--- config.mk ---
export PLATFORM = sky130hd
export DESIGN_NAME = hitSelector
export DESIGN_NICKNAME = d
export VERILOG_FILES = /design/src/pixelReadoutPkg.sv /design/src/hitSelector.sv
export SDC_FILE = /design/constraint.sdc
export NUM_CORES = 1
export LEC_CHECK = 0
export BUFFER_PORTS_ARGS = -buffer_cell sky130_fd_sc_hd__buf_2
export CORE_UTILIZATION = 45
export CTS_CLUSTER_DIAMETER = 60
export DETAILED_ROUTE_END_ITERATION = 8
export HOLD_SLACK_MARGIN = 0.05
export PLACE_DENSITY = 0.84
export SYNTH_ARGS = -nofsm -noshare
export SYNTH_HDL_FRONTEND = slang
export SYNTH_SLANG_ARGS = --single-unit
--- constraint.sdc ---
create_clock -name clk -period 7.4 [get_ports clk]
set_input_delay 1.85 -clock clk [delete_from_list [all_inputs] [get_ports clk]]
set_output_delay 1.85 -clock clk [all_outputs]
set_load 0.05 [all_outputs]
--- src/pixelReadoutPkg.sv ---
`default_nettype none

package pixelReadoutPkg;

    ////////////////////////////////////////////////////////////////////////////
    // data words
    ////////////////////////////////////////////////////////////////////////////

    // one TDC word, same bit order as the TDC output bus
    typedef struct packed {
        logic [9:0] toa;    // time of arrival
        logic [8:0] tot;    // time over threshold
        logic [9:0] cal;    // calibration code
        logic       hit;
    } tdcWordT;

    // stored hit, flag dropped
    typedef struct packed {
        logic [9:0] toa;
        logic [8:0] tot;
        logic [9:0] cal;
    } hitRecordT;

    // inclusive bounds, tot window only looks at bits 8:0
    typedef struct packed {
        logic [9:0] lower;
        logic [9:0] upper;
    } windowT;

    typedef struct packed {
        logic [1:0] workMode;   // 0 normal, 1 fixed test, 2 random test, 3 normal
        logic [6:0] occupancy;  // random mode hit threshold
        windowT     toaWin;
        windowT     totWin;
        windowT     calWin;
        logic [8:0] latency;    // L1A look-back in cycles
    } pixelConfigT;

    ////////////////////////////////////////////////////////////////////////////
    // register map, word addresses
    ////////////////////////////////////////////////////////////////////////////

    localparam logic [2:0] regCtrl    = 3'd0;
    localparam logic [2:0] regToaWin  = 3'd1;
    localparam logic [2:0] regTotWin  = 3'd2;
    localparam logic [2:0] regCalWin  = 3'd3;
    localparam logic [2:0] regLatency = 3'd4;
    localparam logic [2:0] regStatus  = 3'd5;  // read only
    localparam logic [2:0] regData    = 3'd6;  // read only, pops

    // reset values
    localparam logic [1:0] defWorkMode  = 2'd0;
    localparam logic [6:0] defOccupancy = 7'd0;
    localparam windowT     defWindow    = '{lower: 10'h000, upper: 10'h3ff};  // fully open
    localparam logic [8:0] defLatency   = 9'd100;

endpackage

`default_nettype wire

--- src/hitSelector.sv ---
`timescale 1ns/1ns
`default_nettype none

module hitSelector import pixelReadoutPkg::*; (
    input  logic        clk,
    input  logic        reset,
    input  pixelConfigT cfg,
    input  tdcWordT     tdcData,
    input  tdcWordT     testWord,
    output tdcWordT     selWord
);

    tdcWordT inUse;
    logic    useTest;
    logic    toaOk;
    logic    totOk;
    logic    calOk;

    assign useTest = (cfg.workMode == 2'd1) || (cfg.workMode == 2'd2);  // modes 0, 3 real
    assign inUse   = useTest ? testWord : tdcData;

    // inclusive windows
    assign toaOk = (inUse.toa >= cfg.toaWin.lower) && (inUse.toa <= cfg.toaWin.upper);
    assign totOk = (inUse.tot >= cfg.totWin.lower[8:0]) &&
                   (inUse.tot <= cfg.totWin.upper[8:0]);  // 9 bit tot
    assign calOk = (inUse.cal >= cfg.calWin.lower) && (inUse.cal <= cfg.calWin.upper);

    always_ff @(posedge clk)
    begin
        selWord.toa <= inUse.toa;
        selWord.tot <= inUse.tot;
        selWord.cal <= inUse.cal;
    end

    always_ff @(posedge clk)
    begin
        if (reset)
        begin
            selWord.hit <= 1'b0;
        end
        else
        begin
            selWord.hit <= inUse.hit & toaOk & totOk & calOk;  // rejected hits just lose flag
        end
    end

endmodule

`default_nettype wire

# Yosys cells after proc, flatten, opt, wreduce, memory -nomap -nowiden
# Index checks and enable logic that the tools add are counted.
# Widths: inputs -> output; s select.
# totals
ff_bits	30
output_inout_bits	30
wordCells	20
# classes
magnitude_cmp	6
eq_ne	2
mux	1
bitwise_logic	3
n_reduce_logical	4
# op_table
op	n
$mux 30	1
$ge 10x10->1	2
$le 10x10->1	2
$ge 9x9->1	1
$le 9x9->1	1
$and 1x1->1	3
$logic_and 1x1->1	3
$eq 2x1->1 const B	1
$eq 2x2->1 const B	1
$logic_or 1x1->1	1

# Logic depth before layout (Yosys ltp)
# logic_depth
depth_word	8
depth_mapped	11

# Worst setup path before layout
# Ideal clock, no wire load.
# synth_timing
path_type	input-to-reg
start	input port cfg[77] (netlist bit)
end	register selWord[0] (netlist bit)
setup_ns	0.103
t_arrival_ns	3.947
slack_ns	3.350
path_stages	10
n_path_buf	1
cell_sequence	xor2_1 buf_2 mux2_2 ha_1 a21o_1 a21o_1 a211oi_1 o21a_1 a21oi_1 a2111oi_2
# synth_rtl
item	line	text
start, declared	hitSelector.sv:7	input pixelConfigT cfg,
end, declared	hitSelector.sv:10	output tdcWordT selWord

==> flow_summary.ini <==
[status]
status = finished, final reports clean

[die]
die_area_um2 = 5590
dieHeight_um = 74.8
fp.dieW_um = 74.8
rows = 26
core-area_um2 = 5110
ios = 170
start_util_pct = 46.6

[timing]
setup_tns_ns = 0
worstMarginPinSlew_ns = 1.00
finalSetupViolCount = 0
final_hold_viol_count = 0
fmaxAchievable_mhz = 224
layout_min_cycle_time_ns = 4.47
rsz0062_at_grt = false
post-route-worst-setup-slack_ns = 2.93
timing.final.max_slew_violations = 0
slew_headroom_pct = 33.2
fin_worst_hold_slack_ns = 1.83
fin_crit_sh_pct = 60.4

[pwr]
clock_power_share_pct = 24.3
pwr-share-seq_pct = 32.0
max-vdd-ir-drop_mv = 0.0983
comb_power_share_pct = 43.6
pwr_density_cell_nw_per_um2 = 171
p_int_mw = 0.351
p_switching_mw = 0.216
leakage_nw = 1.95
power_switching_share_pct = 38.1

[detailed_routing]
detail_route.wl_per_cell_um = 12.2
dr_total_vias = 2382
detail-route-antenna-nets = 0
remaining_drc_errors = 0
drtIter0Drc = 42
total_wirelength_um = 5950
routed_via_density = 4.89
drt_pre_antenna_iters = 4

[clock_network]
clock_path_buffers = 2
postCtsSetupBuffers = 0
clk_transition_reported_paths_ns = 0.07
cts.repair.resized = 0
cts_buf_count = 5
clock-root-buffer = sky130_fd_sc_hd__clkbuf_8
clock_tree_from_tritoncts = done
postCtsHoldBufs = 0
cts-htree-levels = 2
cts_num_sinks = 30

[final_layout]
max_flop_register = selWord
layout-area-overhead-vs-synth_pct = 39.3
num_antenna_cells = 0
post_layout_nonfiller_instances = 487
final_net_count = 614
largest_register_ffs = 30
leading_registers_by_flop_count = selWord x30
post_route_cells_drive_above_1_share_pct = 44.6
fill_cells = 428

[critical_path]
critPathLaunchType = primary input
critical_path_peak_fanout = 30
worst-endpoint-arrival_ns = 4.65
cp.required_ns = 7.58
timing.setup.critical_path_class = in -> reg
critPathLaunch = cfg[77]
endpoint_kind = register

[global_route]
grt_usage_pct = 21.5
grt_pass1_wl_um = 9310
grt_overflow_total = 0
first_global_vias = 2265
grt_max_degree = 31
number_of_antenna_violations_at_the_first_check_in_global_routing = 0

[worst_hold_path]
timing.hold.worst.class = in -> reg
worstHoldStart = tdcData[11]
worstHoldEndpoint = selWord[11]
worstHoldPathCells = 2

[yosys]
postSynthNetCount = 459
synth_cells = 261
yosys_warnings = 0
ys_types = 30
synth_area_per_cell_um2 = 9.13
netlist_area_before_placement_um2 = 2380
postSynthRegisterBits = 30
seq_area_frac_synth_pct = 25.2

[placement]
dpl_worst_slack_ns = 2.61
placed_cells = 479
port-buffer-count = 151
dpl.hpwl_um = 5130
place.gp.congestion = 0.792

[run]
cap_viol_max_count = 0
-- kinds of logic after synthesis --
| group | count (synthesis) | synth area share [%] |
|---|---|---|
| adder cells (fa/ha/maj) | 58 | 30.5 |
| XOR/XNOR | 1 | 0.368 |
| buffers and inverters | 61 | 9.87 |
| flip-flops | 30 | 25.2 |
| AND/OR/NAND/NOR | 34 | 7.14 |
| multiplexers | 30 | 14.0 |
| AO/OA/AOI/OAI | 47 | 12.9 |
-- cell type report --
type,count,area (um2),area share [%]
Clock buffer,7,86.3,2.60
Clock inverter,1,5.00,0.151
Inverter,58,218,6.56
Multi-Input combinational cell,170,1570,47.2
Sequential cell,30,601,18.1
Tap cell,70,87.6,2.64
Timing Repair Buffer,151,756,22.8
-- stage by stage --
| stage | power, mW | instance area [um2] | util (%) |
|---|---|---|---|
| 5_1_grt | 0.608 | 3320 | 65.0 |
| 4_1_cts | 0.574 | 3320 | 65.0 |
| 3_3_place_gp | 0.425 | 3230 | 63.2 |
| 6_report | 0.567 | 3320 | 65.0 |
| 2_1_floorplan | 0.357 | 2380 | - |
| 3_5_place_dp | 0.433 | 3230 | 63.2 |
-- Yosys cell counts --
| library cell | instances | area (um2) |
|---|---|---|
| sky130_fd_sc_hd__nand4_1 | 9 | 56.3 |
| sky130_fd_sc_hd__nand2b_1 | 1 | 6.26 |
| sky130_fd_sc_hd__a21o_1 | 8 | 60.1 |
| sky130_fd_sc_hd__mux2i_1 | 3 | 30.0 |
| sky130_fd_sc_hd__xor2_1 | 1 | 8.76 |
| sky130_fd_sc_hd__o211ai_1 | 3 | 22.5 |
| sky130_fd_sc_hd__nand3_1 | 3 | 15.0 |
| sky130_fd_sc_hd__nor3_1 | 2 | 10.0 |
| sky130_fd_sc_hd__dfxtp_1 | 30 | 601 |
| sky130_fd_sc_hd__a21oi_2 | 1 | 8.76 |
| sky130_fd_sc_hd__a221o_1 | 1 | 10.0 |
| sky130_fd_sc_hd__a21oi_1 | 16 | 80.1 |
| sky130_fd_sc_hd__ha_1 | 58 | 726 |
| sky130_fd_sc_hd__nand2_1 | 6 | 22.5 |
| sky130_fd_sc_hd__a2111oi_2 | 1 | 15.0 |
| sky130_fd_sc_hd__o21ai_0 | 6 | 30.0 |
| sky130_fd_sc_hd__o21ai_1 | 1 | 5.00 |
| sky130_fd_sc_hd__buf_4 | 1 | 7.51 |
| sky130_fd_sc_hd__mux2_2 | 25 | 282 |
| sky130_fd_sc_hd__a211oi_1 | 6 | 45.0 |
| sky130_fd_sc_hd__nor2_1 | 10 | 37.5 |
| sky130_fd_sc_hd__o21a_1 | 1 | 7.51 |
| sky130_fd_sc_hd__o31ai_1 | 2 | 15.0 |
| sky130_fd_sc_hd__nor3b_1 | 1 | 7.51 |
| sky130_fd_sc_hd__mux2_1 | 2 | 22.5 |
| sky130_fd_sc_hd__o2111ai_1 | 1 | 8.76 |
| sky130_fd_sc_hd__inv_1 | 58 | 218 |
| sky130_fd_sc_hd__nand4b_1 | 1 | 8.76 |
| sky130_fd_sc_hd__buf_2 | 2 | 10.0 |
| sky130_fd_sc_hd__nor2b_1 | 1 | 6.26 |
-- cells in the final DEF (no fill, tap or decap), drive strengths merged, types with 2 or more instances in the layout --
cell type / synthesis / routed
dfxtp: 30 / 30
buf: 3 / 151
o31ai: 2 / 2
nor2: 10 / 10
a211oi: 6 / 6
nand3: 3 / 3
clkbuf: 0 / 7
nand4: 9 / 9
a21oi: 17 / 17
inv: 58 / 58
nor3: 2 / 2
nand2: 6 / 6
ha: 58 / 58
mux2: 27 / 27
o211ai: 3 / 3
mux2i: 3 / 3
a21o: 8 / 8
o21ai: 7 / 7
-- per-layer routing --
metal | part of all wire [%] | vias to the layer above | GRT usage [%]
li1 | - | 1215 | -
met1 | 40 | 1054 | 22.6
met2 | 52 | 101 | 41.7
met3 | 6.6 | 12 | 4.69
met4 | 1.7 | 0 | 7.55
met5 | 0 | - | 0
-- worst max-delay path, stage by stage --
cell,delay [ns]
sky130_fd_sc_hd__buf_2,0.13
sky130_fd_sc_hd__xor2_4,0.80
sky130_fd_sc_hd__mux2_2,0.45
sky130_fd_sc_hd__ha_1,0.31
sky130_fd_sc_hd__a21o_1,0.17
sky130_fd_sc_hd__a21o_1,0.18
sky130_fd_sc_hd__a211oi_1,0.24
sky130_fd_sc_hd__o21a_1,0.14
sky130_fd_sc_hd__a21oi_1,0.06
sky130_fd_sc_hd__a2111oi_2,0.32
-- how the worst max path moves through the flow --
| stage | cells past startpoint | slack (ns) | endpoint |
|---|---|---|---|
| final | 10 | 2.93 | selWord[0] |
| after detailed placement | 10 | 2.61 | selWord[0] |
| after CTS | 10 | 2.90 | selWord[0] |
| after global placement | 10 | 2.69 | selWord[0] |
| after global routing | 10 | 2.67 | selWord[0] |
| after floorplan | 10 | 3.35 | selWord[0] |
-- power groups by stage --
stage	Clock (mW)	Combinational, mW	Sequential (mW)
final	0.138	0.247	0.182
after global routing	0.148	0.276	0.184
after CTS	0.142	0.250	0.182
after detailed placement	0	0.248	0.185
after global placement	0	0.240	0.185
after floorplan	0	0.111	0.246
Note: power is estimated with default switching activity, not from simulation.
