## src/pixelReadoutPkg.sv

```systemverilog
`default_nettype none

package pixelReadoutPkg;

    ////////////////////////////////////////////////////////////////////////////
    // data words
    ////////////////////////////////////////////////////////////////////////////

    // one TDC word, same bit order as the TDC output bus
    typedef struct packed {
        logic [9:0] toa;    // time of arrival
        logic [8:0] tot;    // time over threshold
        logic [9:0] cal;    // calibration code
        logic       hit;
    } tdcWordT;

    // stored hit, flag dropped
    typedef struct packed {
        logic [9:0] toa;
        logic [8:0] tot;
        logic [9:0] cal;
    } hitRecordT;

    // inclusive bounds, tot window only looks at bits 8:0
    typedef struct packed {
        logic [9:0] lower;
        logic [9:0] upper;
    } windowT;

    typedef struct packed {
        logic [1:0] workMode;   // 0 normal, 1 fixed test, 2 random test, 3 normal
        logic [6:0] occupancy;  // random mode hit threshold
        windowT     toaWin;
        windowT     totWin;
        windowT     calWin;
        logic [8:0] latency;    // L1A look-back in cycles
    } pixelConfigT;

    ////////////////////////////////////////////////////////////////////////////
    // register map, word addresses
    ////////////////////////////////////////////////////////////////////////////

    localparam logic [2:0] regCtrl    = 3'd0;
    localparam logic [2:0] regToaWin  = 3'd1;
    localparam logic [2:0] regTotWin  = 3'd2;
    localparam logic [2:0] regCalWin  = 3'd3;
    localparam logic [2:0] regLatency = 3'd4;
    localparam logic [2:0] regStatus  = 3'd5;  // read only
    localparam logic [2:0] regData    = 3'd6;  // read only, pops

    // reset values
    localparam logic [1:0] defWorkMode  = 2'd0;
    localparam logic [6:0] defOccupancy = 7'd0;
    localparam windowT     defWindow    = '{lower: 10'h000, upper: 10'h3ff};  // fully open
    localparam logic [8:0] defLatency   = 9'd100;

endpackage

`default_nettype wire

```

## src/l1EventBuffer.sv

```systemverilog
`timescale 1ns/1ns
`default_nettype none

module l1EventBuffer import pixelReadoutPkg::*; #(
    parameter int l1AddrWidth = 4
) (
    input  logic                 clk,
    input  logic                 reset,
    input  hitRecordT            trigRecord,
    input  logic                 trigValid,
    input  logic                 pop,
    output hitRecordT            headRecord,
    output logic                 empty,
    output logic [l1AddrWidth:0] count,
    output logic [7:0]           overflowCount,
    output logic                 unreadHit
);

    localparam int depth = 2 ** l1AddrWidth;

    hitRecordT mem [depth];

    // extra msb tells full from empty
    logic [l1AddrWidth:0] wrPtr;
    logic [l1AddrWidth:0] rdPtr;
    logic [l1AddrWidth:0] wrNext;
    logic [l1AddrWidth:0] rdNext;
    logic                 full;
    logic                 push;
    logic                 doPop;

    assign empty = (wrPtr == rdPtr);
    assign full  = (wrPtr[l1AddrWidth] != rdPtr[l1AddrWidth]) &&
                   (wrPtr[l1AddrWidth-1:0] == rdPtr[l1AddrWidth-1:0]);
    assign count = wrPtr - rdPtr;

    assign push  = trigValid & ~full;  // full drops the hit
    assign doPop = pop & ~empty;

    assign wrNext = wrPtr + {{l1AddrWidth{1'b0}}, push};
    assign rdNext = rdPtr + {{l1AddrWidth{1'b0}}, doPop};

    assign headRecord = mem[rdPtr[l1AddrWidth-1:0]];  // show-ahead

    always_ff @(posedge clk)
    begin
        if (push)
        begin
            mem[wrPtr[l1AddrWidth-1:0]] <= trigRecord;
        end
    end

    ////////////////////////////////////////////////////////////////////////////
    // pointers and status
    ////////////////////////////////////////////////////////////////////////////

    always_ff @(posedge clk)
    begin
        if (reset)
        begin
            wrPtr         <= '0;
            rdPtr         <= '0;
            overflowCount <= '0;
            unreadHit     <= 1'b0;
        end
        else
        begin
            wrPtr     <= wrNext;
            rdPtr     <= rdNext;
            unreadHit <= (wrNext != rdNext);  // tracks ~empty without lag
            if (trigValid && full && (overflowCount != 8'hff))
            begin
                overflowCount <= overflowCount + 8'd1;  // saturates
            end
        end
    end

endmodule

`default_nettype wire

```

## config.mk

```make
export PLATFORM = sky130hd
export DESIGN_NAME = l1EventBuffer
export DESIGN_NICKNAME = d
export VERILOG_FILES = /design/src/pixelReadoutPkg.sv /design/src/l1EventBuffer.sv
export SDC_FILE = /design/constraint.sdc
export NUM_CORES = 1
export LEC_CHECK = 0
export BUFFER_PORTS_ARGS = -buffer_cell sky130_fd_sc_hd__buf_2
export CAP_MARGIN = 20
export CORE_ASPECT_RATIO = 1.25
export CORE_MARGIN = 4
export CORE_UTILIZATION = 40
export DETAILED_ROUTE_END_ITERATION = 8
export PLACE_DENSITY_LB_ADDON = 0.05
export SYNTH_ARGS = -nofsm -noshare
export SYNTH_HDL_FRONTEND = slang
export SYNTH_SLANG_ARGS = --single-unit
```

## constraint.sdc

```tcl
create_clock -name clk -period 9.07 [get_ports clk]
set_clock_uncertainty 0.05 [all_clocks]
set_input_delay 0.907 -clock clk [delete_from_list [all_inputs] [get_ports clk]]
set_output_delay 0.907 -clock clk [all_outputs]
set_load 0.02 [all_outputs]
```

==> Yosys cells after proc, flatten, opt, wreduce, memory -nomap -nowiden <==
Memory sizes are Yosys's and may differ from the RTL's. A register that Yosys moved wholly into a read port is not among the register bits.
Cells that the tools add are included.
Widths: inputs -> output; s select.
{ "word_totals": {"regBits": 19, "latchBits": 0, "ramBits": 464, "romBits": 0, "input_bits": 33, "out_inout_bits": 44, "wordCells": 24, "mem_count": 1} }
{ "classes": {"add_sub_neg": 4, "multipliers": 0, "div_mod_pow": 0, "magnitude_cmp": 0, "n_eq_ne": 5, "shifts": 0, "muxes": 3, "bitwise_logic": 4, "reduce_logical": 3} }
{ "mem_list": {"columns": ["name", "words", "word_bits", "rd", "rd_clocked_by_memory_dff", "wr", "line", "rtl"], "rows": [
  ["mem", 16, 29, 1, 1, 1, "l1EventBuffer.sv:21", "hitRecordT mem [depth];"]
]} }
{ "op_table": {"columns": ["operator", "n"], "rows": [
  ["$add 5x1->5", 2],
  ["$add 8x1->8 const B", 1],
  ["$ne 8x8->1 const B", 1],
  ["$eq 5x5->1", 1],
  ["$ne 5x5->1", 1],
  ["$sub 5x5->5", 1],
  ["$eq 4x4->1", 1],
  ["$mux 4", 1],
  ["$logic_and 1x1->1", 3],
  ["$and 1x1->1", 2],
  ["$mux 1", 2],
  ["$not 1->1", 2],
  ["$ne 1x1->1", 1]
]} }

==> Longest topological paths before layout <==
{ "depth": {"depth_word": 6, "mapped_depth": 14, "depth_no_buf": 11} }

==> Worst setup path before layout <==
OpenSTA, ideal clock, no wires.
{ "synth_timing": {"path_kind": "flip-flop to flip-flop", "start": "register rdPtr[1]", "end": "memory mem[3][0] in the netlist's numbering, enable pin", "setup_time_ns": 0.451, "t_arrival_ns": 4.150, "required_time_ns": 8.569, "setup_slack_ns": 4.419, "path_stages_with_launch": 10, "n_path_buf": 3, "period_less_slack_ns": 4.651, "cell_sequence": "dfxtp_1 buf_2 buf_2 buf_1 inv_1 ha_1 and4_1 a21boi_1 nand3_1 nor3_1"} }
{ "synth_via": {"elab_chain_cells": 6} }
{ "synth_rtl": {"columns": ["element", "line", "rtl"], "rows": [
  ["start: declaration", "l1EventBuffer.sv:25", "logic [l1AddrWidth:0] rdPtr;"],
  ["start signal: assignment", "l1EventBuffer.sv:69", "rdPtr <= rdNext;"],
  ["$eq 4x4->1", "l1EventBuffer.sv:34", "(wrPtr[l1AddrWidth-1:0] == rdPtr[l1AddrWidth-1:0]);"],
  ["$logic_and 1x1->1", "l1EventBuffer.sv:33", "assign full = (wrPtr[l1AddrWidth] != rdPtr[l1AddrWidth]) &&"],
  ["$not 1->1", "l1EventBuffer.sv:37", "assign push = trigValid & ~full;"],
  ["$and 1x1->1", "l1EventBuffer.sv:37", null],
  ["$mux 1", "l1EventBuffer.sv:47", "if (push)"],
  ["$mux 1 (not written as such)", "l1EventBuffer.sv:49", "mem[wrPtr[l1AddrWidth-1:0]] <= trigRecord;"],
  ["end: declaration", "l1EventBuffer.sv:21", null]
]} }
Every way passes these cells.

==> summary.md <==
| Metric | Value |
|---|---|
| Status | `finished, final reports clean` |
| Die area | `a little under 50,000 sq um` |
| I/O pins | `77` |
| Initial antenna violation count | `0` |
| Flop2flop setup slack | `approximately 5.2 ns` |
| Sum Neg Setup Slack | `0 ns` |
| Final hold vios | `0` |
| Via Count | `between 8,000 and 9,000` |
| Setup Buffers After CTS | `0` |
| P_leak | `approximately 6.7 nW` |
| Num CTS Buffers | `49` |
| Unique masters post-synth | `36` |
| DIE HEIGHT | `247.9 um` |
| Max_cap viols | `0` |
| Initial Utilization | `40.68%` |
| Worst r2r src | `rdPtr[1]` |
| Total power | `4.977 mW` |
| Placed cells | `1,484` |
| Post-synth EDFFs | `464` |
| Final setup margin | `4.579 ns` |
| Worst-path clk slew | `0.06 ns` |
| Mean Syn Cell Area | `21.72 sq um` |
| Ys async rst share | `0%` |
| Post-cts gate resize count | `0` |
| H-tree levels | `2` |
| RD Place Congestion | `0.7483` |
| Synth Warn # | `0` |
| Number of fill cells in the layout | `3,804` |
| #FFs+latches synth | `483` |
| Slew headroom | `approximately two fifths` |
| RSZ-0062 raised after global routing | `false` |
| F_max | `0.2227 GHz` |
| Max IR drop VDD | `0.0001217 V` |
| Number of diodes | `0` |
| Core ar. | `45,280 sq um` |
| Critical Path RT | `8.11 ns` |
| Pre-CTS WS | `4.937 ns` |
| WP data arrival | `between 3 and 4 ns` |
| Final setup fails | `0` |
| Synth area leaders | `edfxtp_1, mux4_2, a22oi_1` |
| Vias per cell | `5.622` |
| Final Max Tran Viols | `0` |
| Class of the worst hold path | `reg -> reg` |
| Layout cell share with drive strength beyond 1 | `30.58%` |
| Crit path capture | `headRecord[12]` |
| Syn nets | `891` |
| Area leader, netlist | `edfxtp_1` |
| Total track usage | `17.21%` |
| Storage cell area | `between 10,000 and 15,000 sq um` |
| Sw Ratio | `a little under a quarter` |
| Pin count of the biggest net entering global routing | `72` |
| Die Wd | `200.0 um` |
| Area Growth Syn to Fin | `14.99%` |
| Hold_buf cts | `0` |
| Final Non-Filler Cells | `1,572` |
| First-pass GRT wire length | `between 60,000 and 70,000 um` |
| CTS max path bufs | `3` |
| PD cells | `234.9 nW/um^2` |
| Hold slack final | `0.4615 ns` |
| Commonest cells after routing, fill and taps aside | `edfxtp_1, mux4_2, buf_2` |
| # rows | `87` |
| Internal | `a little under 4 mW` |
| GR Overflow Total | `0` |
| Footprint of the multi-input gates | `4019 sq um` |
| Final min period | `4.491 ns` |
| CP Class | `reg -> out` |
| Crit end category | `primary output` |
| Post-synth top flop | `edfxtp_1` |
| Worst-path fanout max | `44` |
| Post-place instance area | `19,670 sq um` |
| DRT Pass-1 Iters | `5` |
| Post-Synthesis Cell Area | `roughly 18,000 sq um` |
| Sequential share of power | `50.4%` |
| Logic pwr share | `between 10% and 20%` |
| # port buffers | `76` |
| R2R cell count | `9` |
| Worst-Margin Slew | `between 0.9 and 1 ns` |
| Iteration-0 DRC count of the detailed router | `595` |
| Drt drc | `0` |
| Clock sink count | `483` |
| Post-synth top area share | `75.63%` |
| Latest clock arrival within the worst-skew pair | `between 0.5 and 0.6 ns` |
| End of the worst register-to-register path | `mem[5][6]` |
| Final #Nets | `between 1,000 and 1,500` |
| Hold Crit Start | `overflowCount[7]` |
| Placed wire-length estimate | `roughly 23,000 um` |
| Total wire length | `42,200 um` |
| Post-Syn Instances | `848` |
| Seq/Total Area, Yosys | `77.70%` |
| Vias in the first global route | `9,616` |
| Crit path launch | `rdPtr[0]` |
| Post-layout util | `between 40 and 50%` |
| Startpoint Class | `flop` |
| Antenna Nets Post-Route | `0` |
| WL/cell | `between 20 and 30 um` |
| Final Cell Area | `21,180 sq um` |
| Root buffer cell | `clkbuf_16` |
| Clock network fraction of total power | `38.0%` |
| Most common cell after layout, fill and taps aside | `edfxtp_1` |
| Switch Pwr | `around 1.1 mW` |
| TritonCTS clock tree | `yes` |
| Crit share post-route | `49.51%` |
-- worst min-delay path by stage --
stage / endpoint / slack, ns / cells past startpoint
4_1_cts: overflowCount[7] / 0.47 / 2
3_5_place_dp: overflowCount[7] / 0.46 / 2
3_3_place_gp: overflowCount[7] / 0.43 / 2
6_report: overflowCount[7] / 0.46 / 2
2_1_floorplan: overflowCount[7] / 0.51 / 2
5_1_grt: overflowCount[7] / 0.49 / 2
-- synth_stat cells, types with 2 or more instances --
| library cell | instances |
|---|---|
| buf_2 | 10 |
| nand2_1 | 32 |
| edfxtp_1 | 464 |
| nor2b_1 | 5 |
| o21ai_0 | 4 |
| or3_1 | 4 |
| mux4_2 | 116 |
| buf_1 | 3 |
| a21o_1 | 2 |
| buf_4 | 5 |
| nand2b_1 | 2 |
| nor3_1 | 5 |
| xnor2_1 | 8 |
| ha_1 | 9 |
| a22oi_1 | 58 |
| xor2_1 | 7 |
| a21oi_1 | 7 |
| nor2_1 | 25 |
| inv_1 | 11 |
| nand3_1 | 14 |
| dfxtp_1 | 19 |
| clkbuf_1 | 24 |
-- layer usage --
layer / up-vias / GRT usage (%) / wire (um)
met5: - / 0 / 0
met4: 0 / 4.496 / 911
met3: 63 / 2.865 / 1880
met2: 216 / 29.97 / 21930
met1: 4784 / 22.58 / 17480
li1: 3775 / - / -
-- flip-flops by register name (all words and copies together), names as in the netlist --
signal / cells
unreadHit: 1
mem: 464
rdPtr: 5
overflowCount: 8
wrPtr: 5
-- cell families (layout without fill, tap and decap cells) --
kind of cell             Yosys count  in the layout  synth area share, %
multiplexers                     117            117                14.24
AND/OR/NAND/NOR                   93             93                2.289
XOR/XNOR                          16             16               0.8015
AO/OA/AOI/OAI                     76             76                3.009
buffers and inverters             53            199                1.250
adder cells (fa/ha/maj)           10             10               0.7199
flip-flops                       483            483                77.70
-- final cells by class --
cell class / instances / share of cell area, %
well taps: 578 / 3.414
inverters: 11 / 0.1949
clock inverters: 29 / 1.093
multi-input cells: 312 / 18.97
repair buffers: 101 / 2.776
flip-flops and latches: 483 / 67.60
clock buffers: 58 / 5.948
-- power by group through the flow --
stage	clock network, mW	registers, mW	logic, mW
after floorplan	0	2.53	0.442
after global placement	0	2.56	0.585
after detailed placement	0	2.56	0.591
after CTS	1.95	2.51	0.592
after global routing	2.05	2.52	0.628
final	1.89	2.51	0.576
-- critical path: stages, from the launching register on --
cell	delay, ns
dfxtp_4	0.83
buf_4	0.85
mux4_2	0.65
a22oi_1	0.31
nand2_1	0.10
buf_2	0.17
Power figures use the tool's default switching activity.
