`config.mk`:
```
export PLATFORM = sky130hd
export DESIGN_NAME = pixelRegisterBus
export DESIGN_NICKNAME = d
export VERILOG_FILES = /design/src/pixelReadoutPkg.sv /design/src/pixelRegisterBus.sv
export SDC_FILE = /design/constraint.sdc
export NUM_CORES = 1
export LEC_CHECK = 0
export BUFFER_PORTS_ARGS = -buffer_cell sky130_fd_sc_hd__buf_4
export CAP_MARGIN = 20
export CORE_UTILIZATION = 30
export DETAILED_ROUTE_END_ITERATION = 7
export PLACE_DENSITY = 0.59
export SYNTH_ARGS = -nofsm -noshare
export SYNTH_HDL_FRONTEND = slang
export SYNTH_SLANG_ARGS = --single-unit
```
`constraint.sdc`:
```
create_clock -name clk -period 2.7 [get_ports clk]
set_input_delay 0.27 -clock clk [delete_from_list [all_inputs] [get_ports clk]]
set_output_delay 0.27 -clock clk [all_outputs]
set_load 0.05 [all_outputs]
```
`src/pixelReadoutPkg.sv`:
```
`default_nettype none

package pixelReadoutPkg;

    ////////////////////////////////////////////////////////////////////////////
    // data words
    ////////////////////////////////////////////////////////////////////////////

    // one TDC word, same bit order as the TDC output bus
    typedef struct packed {
        logic [9:0] toa;    // time of arrival
        logic [8:0] tot;    // time over threshold
        logic [9:0] cal;    // calibration code
        logic       hit;
    } tdcWordT;

    // stored hit, flag dropped
    typedef struct packed {
        logic [9:0] toa;
        logic [8:0] tot;
        logic [9:0] cal;
    } hitRecordT;

    // inclusive bounds, tot window only looks at bits 8:0
    typedef struct packed {
        logic [9:0] lower;
        logic [9:0] upper;
    } windowT;

    typedef struct packed {
        logic [1:0] workMode;   // 0 normal, 1 fixed test, 2 random test, 3 normal
        logic [6:0] occupancy;  // random mode hit threshold
        windowT     toaWin;
        windowT     totWin;
        windowT     calWin;
        logic [8:0] latency;    // L1A look-back in cycles
    } pixelConfigT;

    ////////////////////////////////////////////////////////////////////////////
    // register map, word addresses
    ////////////////////////////////////////////////////////////////////////////

    localparam logic [2:0] regCtrl    = 3'd0;
    localparam logic [2:0] regToaWin  = 3'd1;
    localparam logic [2:0] regTotWin  = 3'd2;
    localparam logic [2:0] regCalWin  = 3'd3;
    localparam logic [2:0] regLatency = 3'd4;
    localparam logic [2:0] regStatus  = 3'd5;  // read only
    localparam logic [2:0] regData    = 3'd6;  // read only, pops

    // reset values
    localparam logic [1:0] defWorkMode  = 2'd0;
    localparam logic [6:0] defOccupancy = 7'd0;
    localparam windowT     defWindow    = '{lower: 10'h000, upper: 10'h3ff};  // fully open
    localparam logic [8:0] defLatency   = 9'd100;

endpackage

`default_nettype wire

```
`src/pixelRegisterBus.sv`:
```
`timescale 1ns/1ns
`default_nettype none

module pixelRegisterBus import pixelReadoutPkg::*; #(
    parameter int l1AddrWidth = 4
) (
    input  logic                 clk,
    input  logic                 reset,
    input  logic                 cyc,
    input  logic                 stb,
    input  logic                 we,
    input  logic [2:0]           adr,
    input  logic [31:0]          datW,
    output logic [31:0]          datR,
    output logic                 ack,
    output pixelConfigT          cfg,
    input  hitRecordT            headRecord,
    input  logic                 empty,
    input  logic [l1AddrWidth:0] count,
    input  logic [7:0]           overflowCount,
    output logic                 pop
);

    logic        access;    // first cycle of a transfer
    logic [31:0] readMux;

    // window register layout, lower in 9:0, upper in 25:16
    function automatic logic [31:0] winToWord(input windowT w);
        logic [31:0] word;
        word        = '0;
        word[9:0]   = w.lower;
        word[25:16] = w.upper;
        return word;
    endfunction

    function automatic windowT wordToWin(input logic [31:0] word);
        windowT w;
        w.lower = word[9:0];
        w.upper = word[25:16];
        return w;
    endfunction

    assign access = cyc & stb & ~ack;  // ack low again forces the idle cycle

    always_comb
    begin
        readMux = '0;
        case (adr)
            regCtrl:
            begin
                readMux[1:0]  = cfg.workMode;
                readMux[14:8] = cfg.occupancy;
            end
            regToaWin:  readMux = winToWord(cfg.toaWin);
            regTotWin:  readMux = winToWord(cfg.totWin);
            regCalWin:  readMux = winToWord(cfg.calWin);
            regLatency: readMux[8:0] = cfg.latency;
            regStatus:
            begin
                readMux[15:0]  = 16'(count);  // words waiting
                readMux[23:16] = overflowCount;
            end
            regData:
                if (!empty)
                begin
                    readMux = {1'b1, 2'b00, headRecord};  // bit 31 valid
                end
            default: readMux = '0;
        endcase
    end

    // handshake, one ack per transfer, no wait states
    always_ff @(posedge clk)
    begin
        if (reset)
        begin
            ack <= 1'b0;
            pop <= 1'b0;
        end
        else
        begin
            ack <= access;
            pop <= access & ~we & (adr == regData) & ~empty;  // lines up with ack
        end
    end

    always_ff @(posedge clk)
    begin
        if (access)
        begin
            datR <= readMux;  // held valid through ack
        end
    end

    // config update at end of ack cycle, master still holds adr/datW
    always_ff @(posedge clk)
    begin
        if (reset)
        begin
            cfg.workMode  <= defWorkMode;
            cfg.occupancy <= defOccupancy;
            cfg.toaWin    <= defWindow;
            cfg.totWin    <= defWindow;
            cfg.calWin    <= defWindow;
            cfg.latency   <= defLatency;
        end
        else if (ack && we)
        begin
            case (adr)
                regCtrl:
                begin
                    cfg.workMode  <= datW[1:0];
                    cfg.occupancy <= datW[14:8];
                end
                regToaWin:  cfg.toaWin  <= wordToWin(datW);
                regTotWin:  cfg.totWin  <= wordToWin(datW);
                regCalWin:  cfg.calWin  <= wordToWin(datW);
                regLatency: cfg.latency <= datW[8:0];
                default: ;  // status and data ignore writes
            endcase
        end
    end

endmodule

`default_nettype wire

```
==> Yosys cells after proc, flatten, opt, wreduce, memory -nomap -nowiden <==
Cells that the tools add are included.
{ "op_classes": {"bitwise": 8, "div_mod_pow": 0, "shifts": 0, "magnitude_cmp": 0, "multipliers": 0, "n_reduce_logical": 7, "n_eq_ne": 6, "muxes": 7, "n_addsub": 0} }
{ "ops": {"columns": ["operator", "n"], "rows": [
  ["one-hot mux 9 bit (5 select lines)", 1],
  ["one-hot mux 6 bit (6 select lines)", 1],
  ["2-to-1 mux 32 bit", 1],
  ["one-hot mux 8 bit (4 select lines)", 1],
  ["one-hot mux 6 bit (5 select lines)", 1],
  ["one-hot mux 2 bit (7 select lines)", 1],
  ["AND reduction 2 bit", 5],
  ["== test 3 bit (second input constant)", 3],
  ["== test 3 x 2 -> 1 bit (second input constant)", 2],
  ["one-hot mux 1 bit (6 select lines)", 1],
  ["AND 1 bit", 5],
  ["== test 3 x 1 -> 1 bit (second input constant)", 1],
  ["zero test 3 bit", 1],
  ["inverter 1 bit", 3],
  ["logical AND 1 bit", 1]
]} }
{ "word_totals": {"out_inout_bits": 112, "mem_count": 0, "latch_bits": 0, "elab_cells": 40, "ramBits": 0, "romBits": 0, "ff_bits": 112} }

==> Depth between registers and ports, before layout <==
Gate-level depths: netlist (run 1).
{ "depth": {"depth_word": 5, "mapped_depth": 6} }

==> Worst setup path before layout (run 1) <==
OpenSTA, ideal clock, no wires.
{ "synth_timing": {"path_type": "register to register", "startpoint": "register ack", "endpoint": "register datR[0], enable pin", "path_buffers": 0, "synth_period_minus_slack_ns": 2.288, "arrival_ns": 1.871, "setup_slack_ns": 0.412, "path_stages_with_launch": 2, "path_cell_list": "dfxtp_1 > nor2_1"} }
{ "synth_between": {"elab_chain_len": 2} }
{ "synth_lines": {"columns": ["item", "line_no", "source"], "rows": [
  ["from (decl)", "pixelRegisterBus.sv:15", "output logic ack,"],
  ["from (signal assigned)", "pixelRegisterBus.sv:82", "ack <= access;"],
  ["inverter 1 bit", "pixelRegisterBus.sv:43", "assign access = cyc & stb & ~ack;"],
  ["AND 1 bit", "pixelRegisterBus.sv:43", null],
  ["net access", "pixelRegisterBus.sv:24", "logic access;"],
  ["to (signal assigned)", "pixelRegisterBus.sv:91", "datR <= readMux;"],
  ["to (decl)", "pixelRegisterBus.sv:14", "output logic [31:0] datR,"]
]} }
The timed path passes the listed nets, and every way through them passes these cells.
A chain may end at the register's enable or synchronous reset.

==> Worst setup path in the final report (run 1) <==
{ "layout_timing": {"startpoint": "register ack", "endpoint": "register cfg[18] (netlist bit)"} }
{ "layout_between": {"elab_chain_len": 2} }
{ "layout_lines": {"columns": ["item", "line_no", "source"], "rows": [
  ["logical AND 1 bit", "pixelRegisterBus.sv:107", "else if (ack && we)"],
  ["AND reduction 2 bit (no line)", null, null],
  ["to (decl)", "pixelRegisterBus.sv:16", "output pixelConfigT cfg,"]
]} }
Every way passes these cells.

==> results by group, run 1 <==
Outcome
  • Outcome: completed

STA
  • FMAX: 0.520 GHz
  • Worst Max-Slew Pin Slew: 0.870 ns
  • Final Skew: 0.00679 ns
  • Final period util: 71.2%
  • TNS Setup: 0 ns
  • RSZ-0062 raised after global routing: no
  • Slew Viols, Final: 0
  • Finish-stage setup viols: 0
  • Final Hold Viols: 0
  • Crit path time final: 1.92 ns
  • Relative max-transition margin: 42.0%

Drt
  • Drt first pass iters: 5
  • 1st-iter DRT viols: 438
  • Drt wl/cell: 20.1 um
  • DRC violations left: 0
  • Final wirelength: 17700 um
  • DR vias/cell: 5.36
  • Vias post-DR: 4703
  • Final antenna-violating net count: 0

Clocking
  • Root buffer cell: clkbuf_16
  • Cts hold-fix bufs: 0
  • CTS Buffer Depth: 2
  • CTS tree: done
  • TritonCTS Sinks: 110
  • Setup bufs post-CTS: 0
  • Inserted Clock Buffers: 9
  • Post-CTS Resized: 0
  • Skew-Pair Late Insertion Delay: 0.34 ns
  • H-tree depth: 3
  • Clock slew at reported path FFs: 0.07 ns

Final layout
  • Fill cells: 1596
  • Post-layout net count: 740
  • Post-route cell area: 6740 um^2
  • Fin cells: 878
  • N_diodes: 0
  • Share of layout cells above drive strength 1: 33.2%
  • Most frequent cells in the layout: buf_4, dfxtp_1, a21oi_1
  • Commonest non-fill, non-tap cell in the layout: buf_4
  • Layout area overhead: 35.8%

Setup path
  • CP required: 2.93 ns
  • Crit path cell chain: and3b_2 -> nand2_1 -> a211o_1
  • CP arrival: 2.15 ns
  • Slowest-stage cell, CP: and3b_2
  • Critical Path Sink Type: register
  • Count of buffer and inverter cells on the critical path: 0
  • Worst Setup SP: ack
  • Worst-path maximum fanout: 23
  • Crit path largest cell delay: 0.54 ns
  • CP Launch Type: register
  • Worst R2R Start: ack
  • Crit path kind: register to register
  • CP top delay family: simple AND/OR/NAND/NOR gates

Place
  • Area after DPL: 6450 um^2
  • GP Congestion: 0.847
  • Hpwl dp: 13100 um
  • Placed Instances: 862
  • Port Buf Inserts: 185

Logic synthesis
  • Yosys top cell area share: 32.3%
  • Number of synthesized flops with an enable pin: 30
  • Syn Area/Cell: 9.98 um^2
  • Top_reg_cell synth: dfxtp_1
  • YS warnings: 0
  • FFs w/ async S/R, synth: 0%
  • Flops & latches, synth: 110
  • Syn Std Cell Area: 4960 um^2
  • Synth unique cells: 45
  • Top post-synthesis cells by area: dfxtp_1, edfxtp_1, a211o_1, a21oi_1, nand3_1
  • Gate Count Post-Synth: 497
  • Sequential area share after synthesis: 50.5%
  • Cell taking the most area after synthesis: dfxtp_1

Floorplanning
  • Die span in y: 131 um
  • Die X-Extent: 131 um
  • Core Area: 16000 um^2
  • Number of I/O pins: 195
  • Initial core utilization: 31.0%
  • Full die area: 17100 um^2
  • Number of core rows: 46

Power and ir drop
  • Pwr dens: 512 nW/um^2
  • Worst vdd ir: 305 uV
  • Final Power: 3.45 mW
  • Lkg Pwr: 2.77 nW

Job
  • Maxcap violations: 0

GRT
  • GR Overflow Total: 0
  • Pin count of the biggest net entering global routing: 80
  • GRT Overall Usage: 20.2%
  • Vias in the first global route: 4464
  • Initial antenna violation count: 0
  • Global-route wire length before repair: 25700 um

Worst hold path
  • HP Start: datW[6]
  • Worst hold path class: primary input to register
==> synthesized netlist by cell type (2+ instances only) <==
| library cell | number |
|---|---|
| a211o_1 | 33 |
| a21boi_0 | 3 |
| a21oi_1 | 50 |
| a221o_1 | 3 |
| a221oi_1 | 2 |
| a22o_1 | 2 |
| a22oi_1 | 17 |
| a31oi_1 | 2 |
| and2_1 | 5 |
| and2b_1 | 2 |
| and3_1 | 31 |
| and3b_1 | 7 |
| buf_2 | 18 |
| buf_4 | 8 |
| buf_6 | 3 |
| clkbuf_1 | 18 |
| dfxtp_1 | 80 |
| edfxtp_1 | 30 |
| inv_1 | 5 |
| mux2_1 | 7 |
| mux2i_1 | 15 |
| mux4_2 | 2 |
| nand2_1 | 13 |
| nand2_2 | 2 |
| nand2b_1 | 4 |
| nand3_1 | 45 |
| nand3b_1 | 4 |
| nor2_1 | 8 |
| nor2b_1 | 4 |
| o21ai_0 | 45 |
| o221ai_1 | 11 |
| o22ai_1 | 5 |
==> worst register-to-register path, cell delays in order (launching register included) <==
cell and delay (ns):
dfxtp_1 0.49, and3b_2 0.54, nand2_1 0.39, a211o_1 0.39
==> state kept, by name, indices dropped and copies added, names as in the netlist <==
register / flops
ack: 1
cfg: 78
datR: 30
pop: 1
==> kinds of logic (layout without fill, tap and decap cells) <==
| kind of cell | after synthesis | after routing | share of synthesized area [%] |
|---|---|---|---|
| compound gates | 176 | 176 | 23.0 |
| buf+inv | 53 | 217 | 5.52 |
| flops | 110 | 110 | 50.5 |
| mux | 24 | 24 | 5.52 |
| other cells | 1 | 2 | 0.0756 |
| simple gates | 133 | 133 | 15.4 |
==> routing by layer <==
| layer | global-route usage [%] | wire, um | up-vias |
|---|---|---|---|
| li1 | - | - | 2201 |
| met1 | 26.4 | 7610 | 2291 |
| met2 | 32.2 | 8340 | 189 |
| met3 | 5.50 | 1410 | 22 |
| met4 | 6.83 | 318 | 0 |
| met5 | 0 | 0 | - |
==> power by group <==
| group | switching, mW | internal (mW) |
|---|---|---|
| logic | 0.290 | 0.161 |
| registers | 0.0133 | 1.72 |
| clock network | 0.607 | 0.656 |
==> area by class of cell <==
class                      instances  area [um^2]  area share (%)
clock inverter                     6         47.5           0.706
clock buffer                      10          239            3.55
timing repair buffer             195         1460            21.7
inverter                           6         22.5           0.334
sequential                       110         2500            37.1
tap                              216          270            4.01
multi-input combinational        335         2190            32.5
==> stage by stage <==
step           hold slack (ns)  worst slack [ns]  util [%]
2_1_floorplan            0.388             0.412         -
3_3_place_gp             0.476             0.670      40.3
3_5_place_dp             0.481             0.643      40.3
4_1_cts                  0.170             0.818      42.1
5_1_grt                  0.182             0.705      42.1
6_report                 0.183             0.777      42.1
==> path summary, 6_finish.rpt <==
check             slack [ns]       to  cells after the start
hold / removal          0.18   cfg[6]                      2
hold reg to reg         0.49   cfg[1]                      2
setup / recovery        0.78  cfg[18]                      3
setup reg to reg        0.78  cfg[18]                      3
(Power assumes the default switching activity.)
==> inputs of run 2 (changes only) <==
==> constraint.sdc (replaced) <==
create_clock -name clk -period 1.8 [get_ports clk]
set_input_delay 0.18 -clock clk [delete_from_list [all_inputs] [get_ports clk]]
set_output_delay 0.18 -clock clk [all_outputs]
set_load 0.05 [all_outputs]
==> results by group, run 2 (same netlist as run 1, synthesis figures left out) <==
Final layout
  • N_diodes: 0 (unchanged)
  • Biggest regs: cfg x78, datR x30
  • Biggest register: cfg
  • Most frequent cells in the layout: buf_4, dfxtp_1, a21oi_1
  • Area of the multi-input gates: 2190 um^2 (unchanged)
  • Post-layout net count: 756 (+2.2%)
  • Largest register FFs: 78 (unchanged)
  • FF+latch area: 2500 um^2 (unchanged)
  • Fill cells: 1590 (-0.38%)
  • Commonest non-fill, non-tap cell in the layout: buf_4
  • Share of layout cells above drive strength 1: 34.2% (+0.99 points)
  • Layout area overhead: 38.2%

Drt
  • Final antenna-violating net count: 0 (unchanged)
  • Drt first pass iters: 4 (-1)
  • Vias post-DR: 4793 (+1.9%)
  • DRC violations left: 0 (unchanged)
  • Final wirelength: 17800 um (+0.83%)
  • Drt wl/cell: 19.9 um (-0.97%)
  • 1st-iter DRT viols: 486 (+11%)
  • DR vias/cell: 5.36 (about the same)

Clocking
  • Setup bufs post-CTS: 0 (unchanged)
  • CTS tree: done
  • Post-CTS Resized: 0 (unchanged)
  • CTS Buffer Depth: 2 (unchanged)
  • Clock slew at reported path FFs: 0.07 ns (about the same)
  • H-tree depth: 3 (unchanged)
  • Root buffer cell: clkbuf_16
  • Skew-Pair Late Insertion Delay: 0.35 ns (about the same)
  • Cts hold-fix bufs: 0 (unchanged)
  • Inserted Clock Buffers: 9 (unchanged)
  • TritonCTS Sinks: 110 (unchanged)

STA
  • Relative max-transition margin: 50.8% (+8.8 points)
  • Final hold slack: 0.0761 ns (-0.107 ns)
  • Worst Max-Slew Pin Slew: 0.738 ns (-0.132 ns)
  • RSZ-0062 raised after global routing: no
  • Crit path time final: 1.54 ns (-0.385 ns)
  • Slew Viols, Final: 0 (unchanged)
  • Final Hold Viols: 0 (unchanged)
  • TNS Setup: 0 ns (unchanged)
  • Final Skew: 0.00852 ns (+0.00173 ns)
  • Final period util: 85.4% (+14 points)
  • Finish-stage setup viols: 0 (unchanged)
  • FMAX: 0.650 GHz (+25%)

GRT
  • Initial antenna violation count: 0 (unchanged)
  • GR Overflow Total: 0 (unchanged)
  • Vias in the first global route: 4481 (+0.38%)
  • Pin count of the biggest net entering global routing: 68 (-15%)
  • Global-route wire length before repair: 26000 um (+1.4%)
  • GRT Overall Usage: 20.5% (+0.25 points)

Outcome
  • Outcome: completed

Setup path
  • CP arrival: 1.78 ns (-0.37 ns)
  • CP required: 2.04 ns (-0.89 ns)
  • Critical Path Sink Type: register
  • Crit path kind: register to register
  • CP Launch Type: register
  • Worst-path maximum fanout: 13 (-43%)

Job
  • Maxcap violations: 0 (unchanged)

Floorplanning
  • Number of I/O pins: 195 (unchanged)
  • Die X-Extent: 131 um (unchanged)
  • Initial core utilization: 31.0% (unchanged)
  • Number of core rows: 46 (unchanged)
  • Core Area: 16000 um^2 (unchanged)
  • Full die area: 17100 um^2 (unchanged)
  • Die span in y: 131 um (unchanged)

Worst hold path
  • Worst hold path class: primary input to register

Power and ir drop
  • Lkg Pwr: 2.85 nW (+2.8%)
  • Worst vdd ir: 471 uV (+54%)
  • Final Power: 5.15 mW (+49%)
  • Pwr dens: 751 nW/um^2 (+47%)

Place
  • Hpwl dp: 13400 um (+2.6%)
  • Port Buf Inserts: 185 (unchanged)
  • GP Congestion: 0.857 (+1.2%)
==> run 2: cell count changes in the layout (fill, tap and decap cells not counted), moves of 2 or more <==
cell      previous run  this run
clkbuf_1             0         2
buf_4              195       209
clkinv_4             4         1
clkinv_1             0         2
buf_12               0         2
==> run 2: metal layers <==
metal,vias up,share of wire [%],track usage [%]
li1,2240,-,-
met1,2337,45,28.4
met2,193,47,32.0
met3,23,6.3,2.89
met4,0,2.1,8.25
met5,-,0,0
==> run 2: cell type report <==
type / instances / area share [%]
multi-input combinational: 335 / 32.0
timing repair buffer: 211 / 23.5
clock buffer: 11 / 3.40
clock inverter: 5 / 0.383
sequential: 110 / 36.5
inverter: 6 / 0.329
tap: 216 / 3.94
==> run 2: per-stage QoR <==
step,instances,cell area [um^2],util (%),worst slack [ns]
final,894,6850,42.8,0.262
after global placement,878,6600,41.2,0.153
after global routing,894,6850,42.8,0.221
after CTS,894,6850,42.8,0.295
after floorplan,498,4970,-,-0.000493
after detailed placement,878,6600,41.2,0.107
==> run 2: critical path: stages, from the launching register on <==
cell     delay, ns
dfxtp_1       0.41
and3b_2       0.38
nand2_1       0.27
a211o_1       0.36
==> run 2: final timing paths <==
| kind | start | cells after the start | end | slack (ns) |
|---|---|---|---|---|
| max reg2reg | ack | 3 | cfg[13] | 0.26 |
| min reg2reg | cfg[57] | 1 | cfg[57] | 0.50 |
| max | ack | 3 | cfg[13] | 0.26 |
| min | datW[6] | 2 | cfg[6] | 0.08 |
==> run 2: report_power, final <==
group / internal [mW] / leakage [nW] / switching (mW)
Combinational: 0.266 / 1.79 / 0.445
Clock: 0.930 / 0.128 / 0.903
Sequential: 2.59 / 0.924 / 0.0188
Total: 3.78 / 2.85 / 1.37
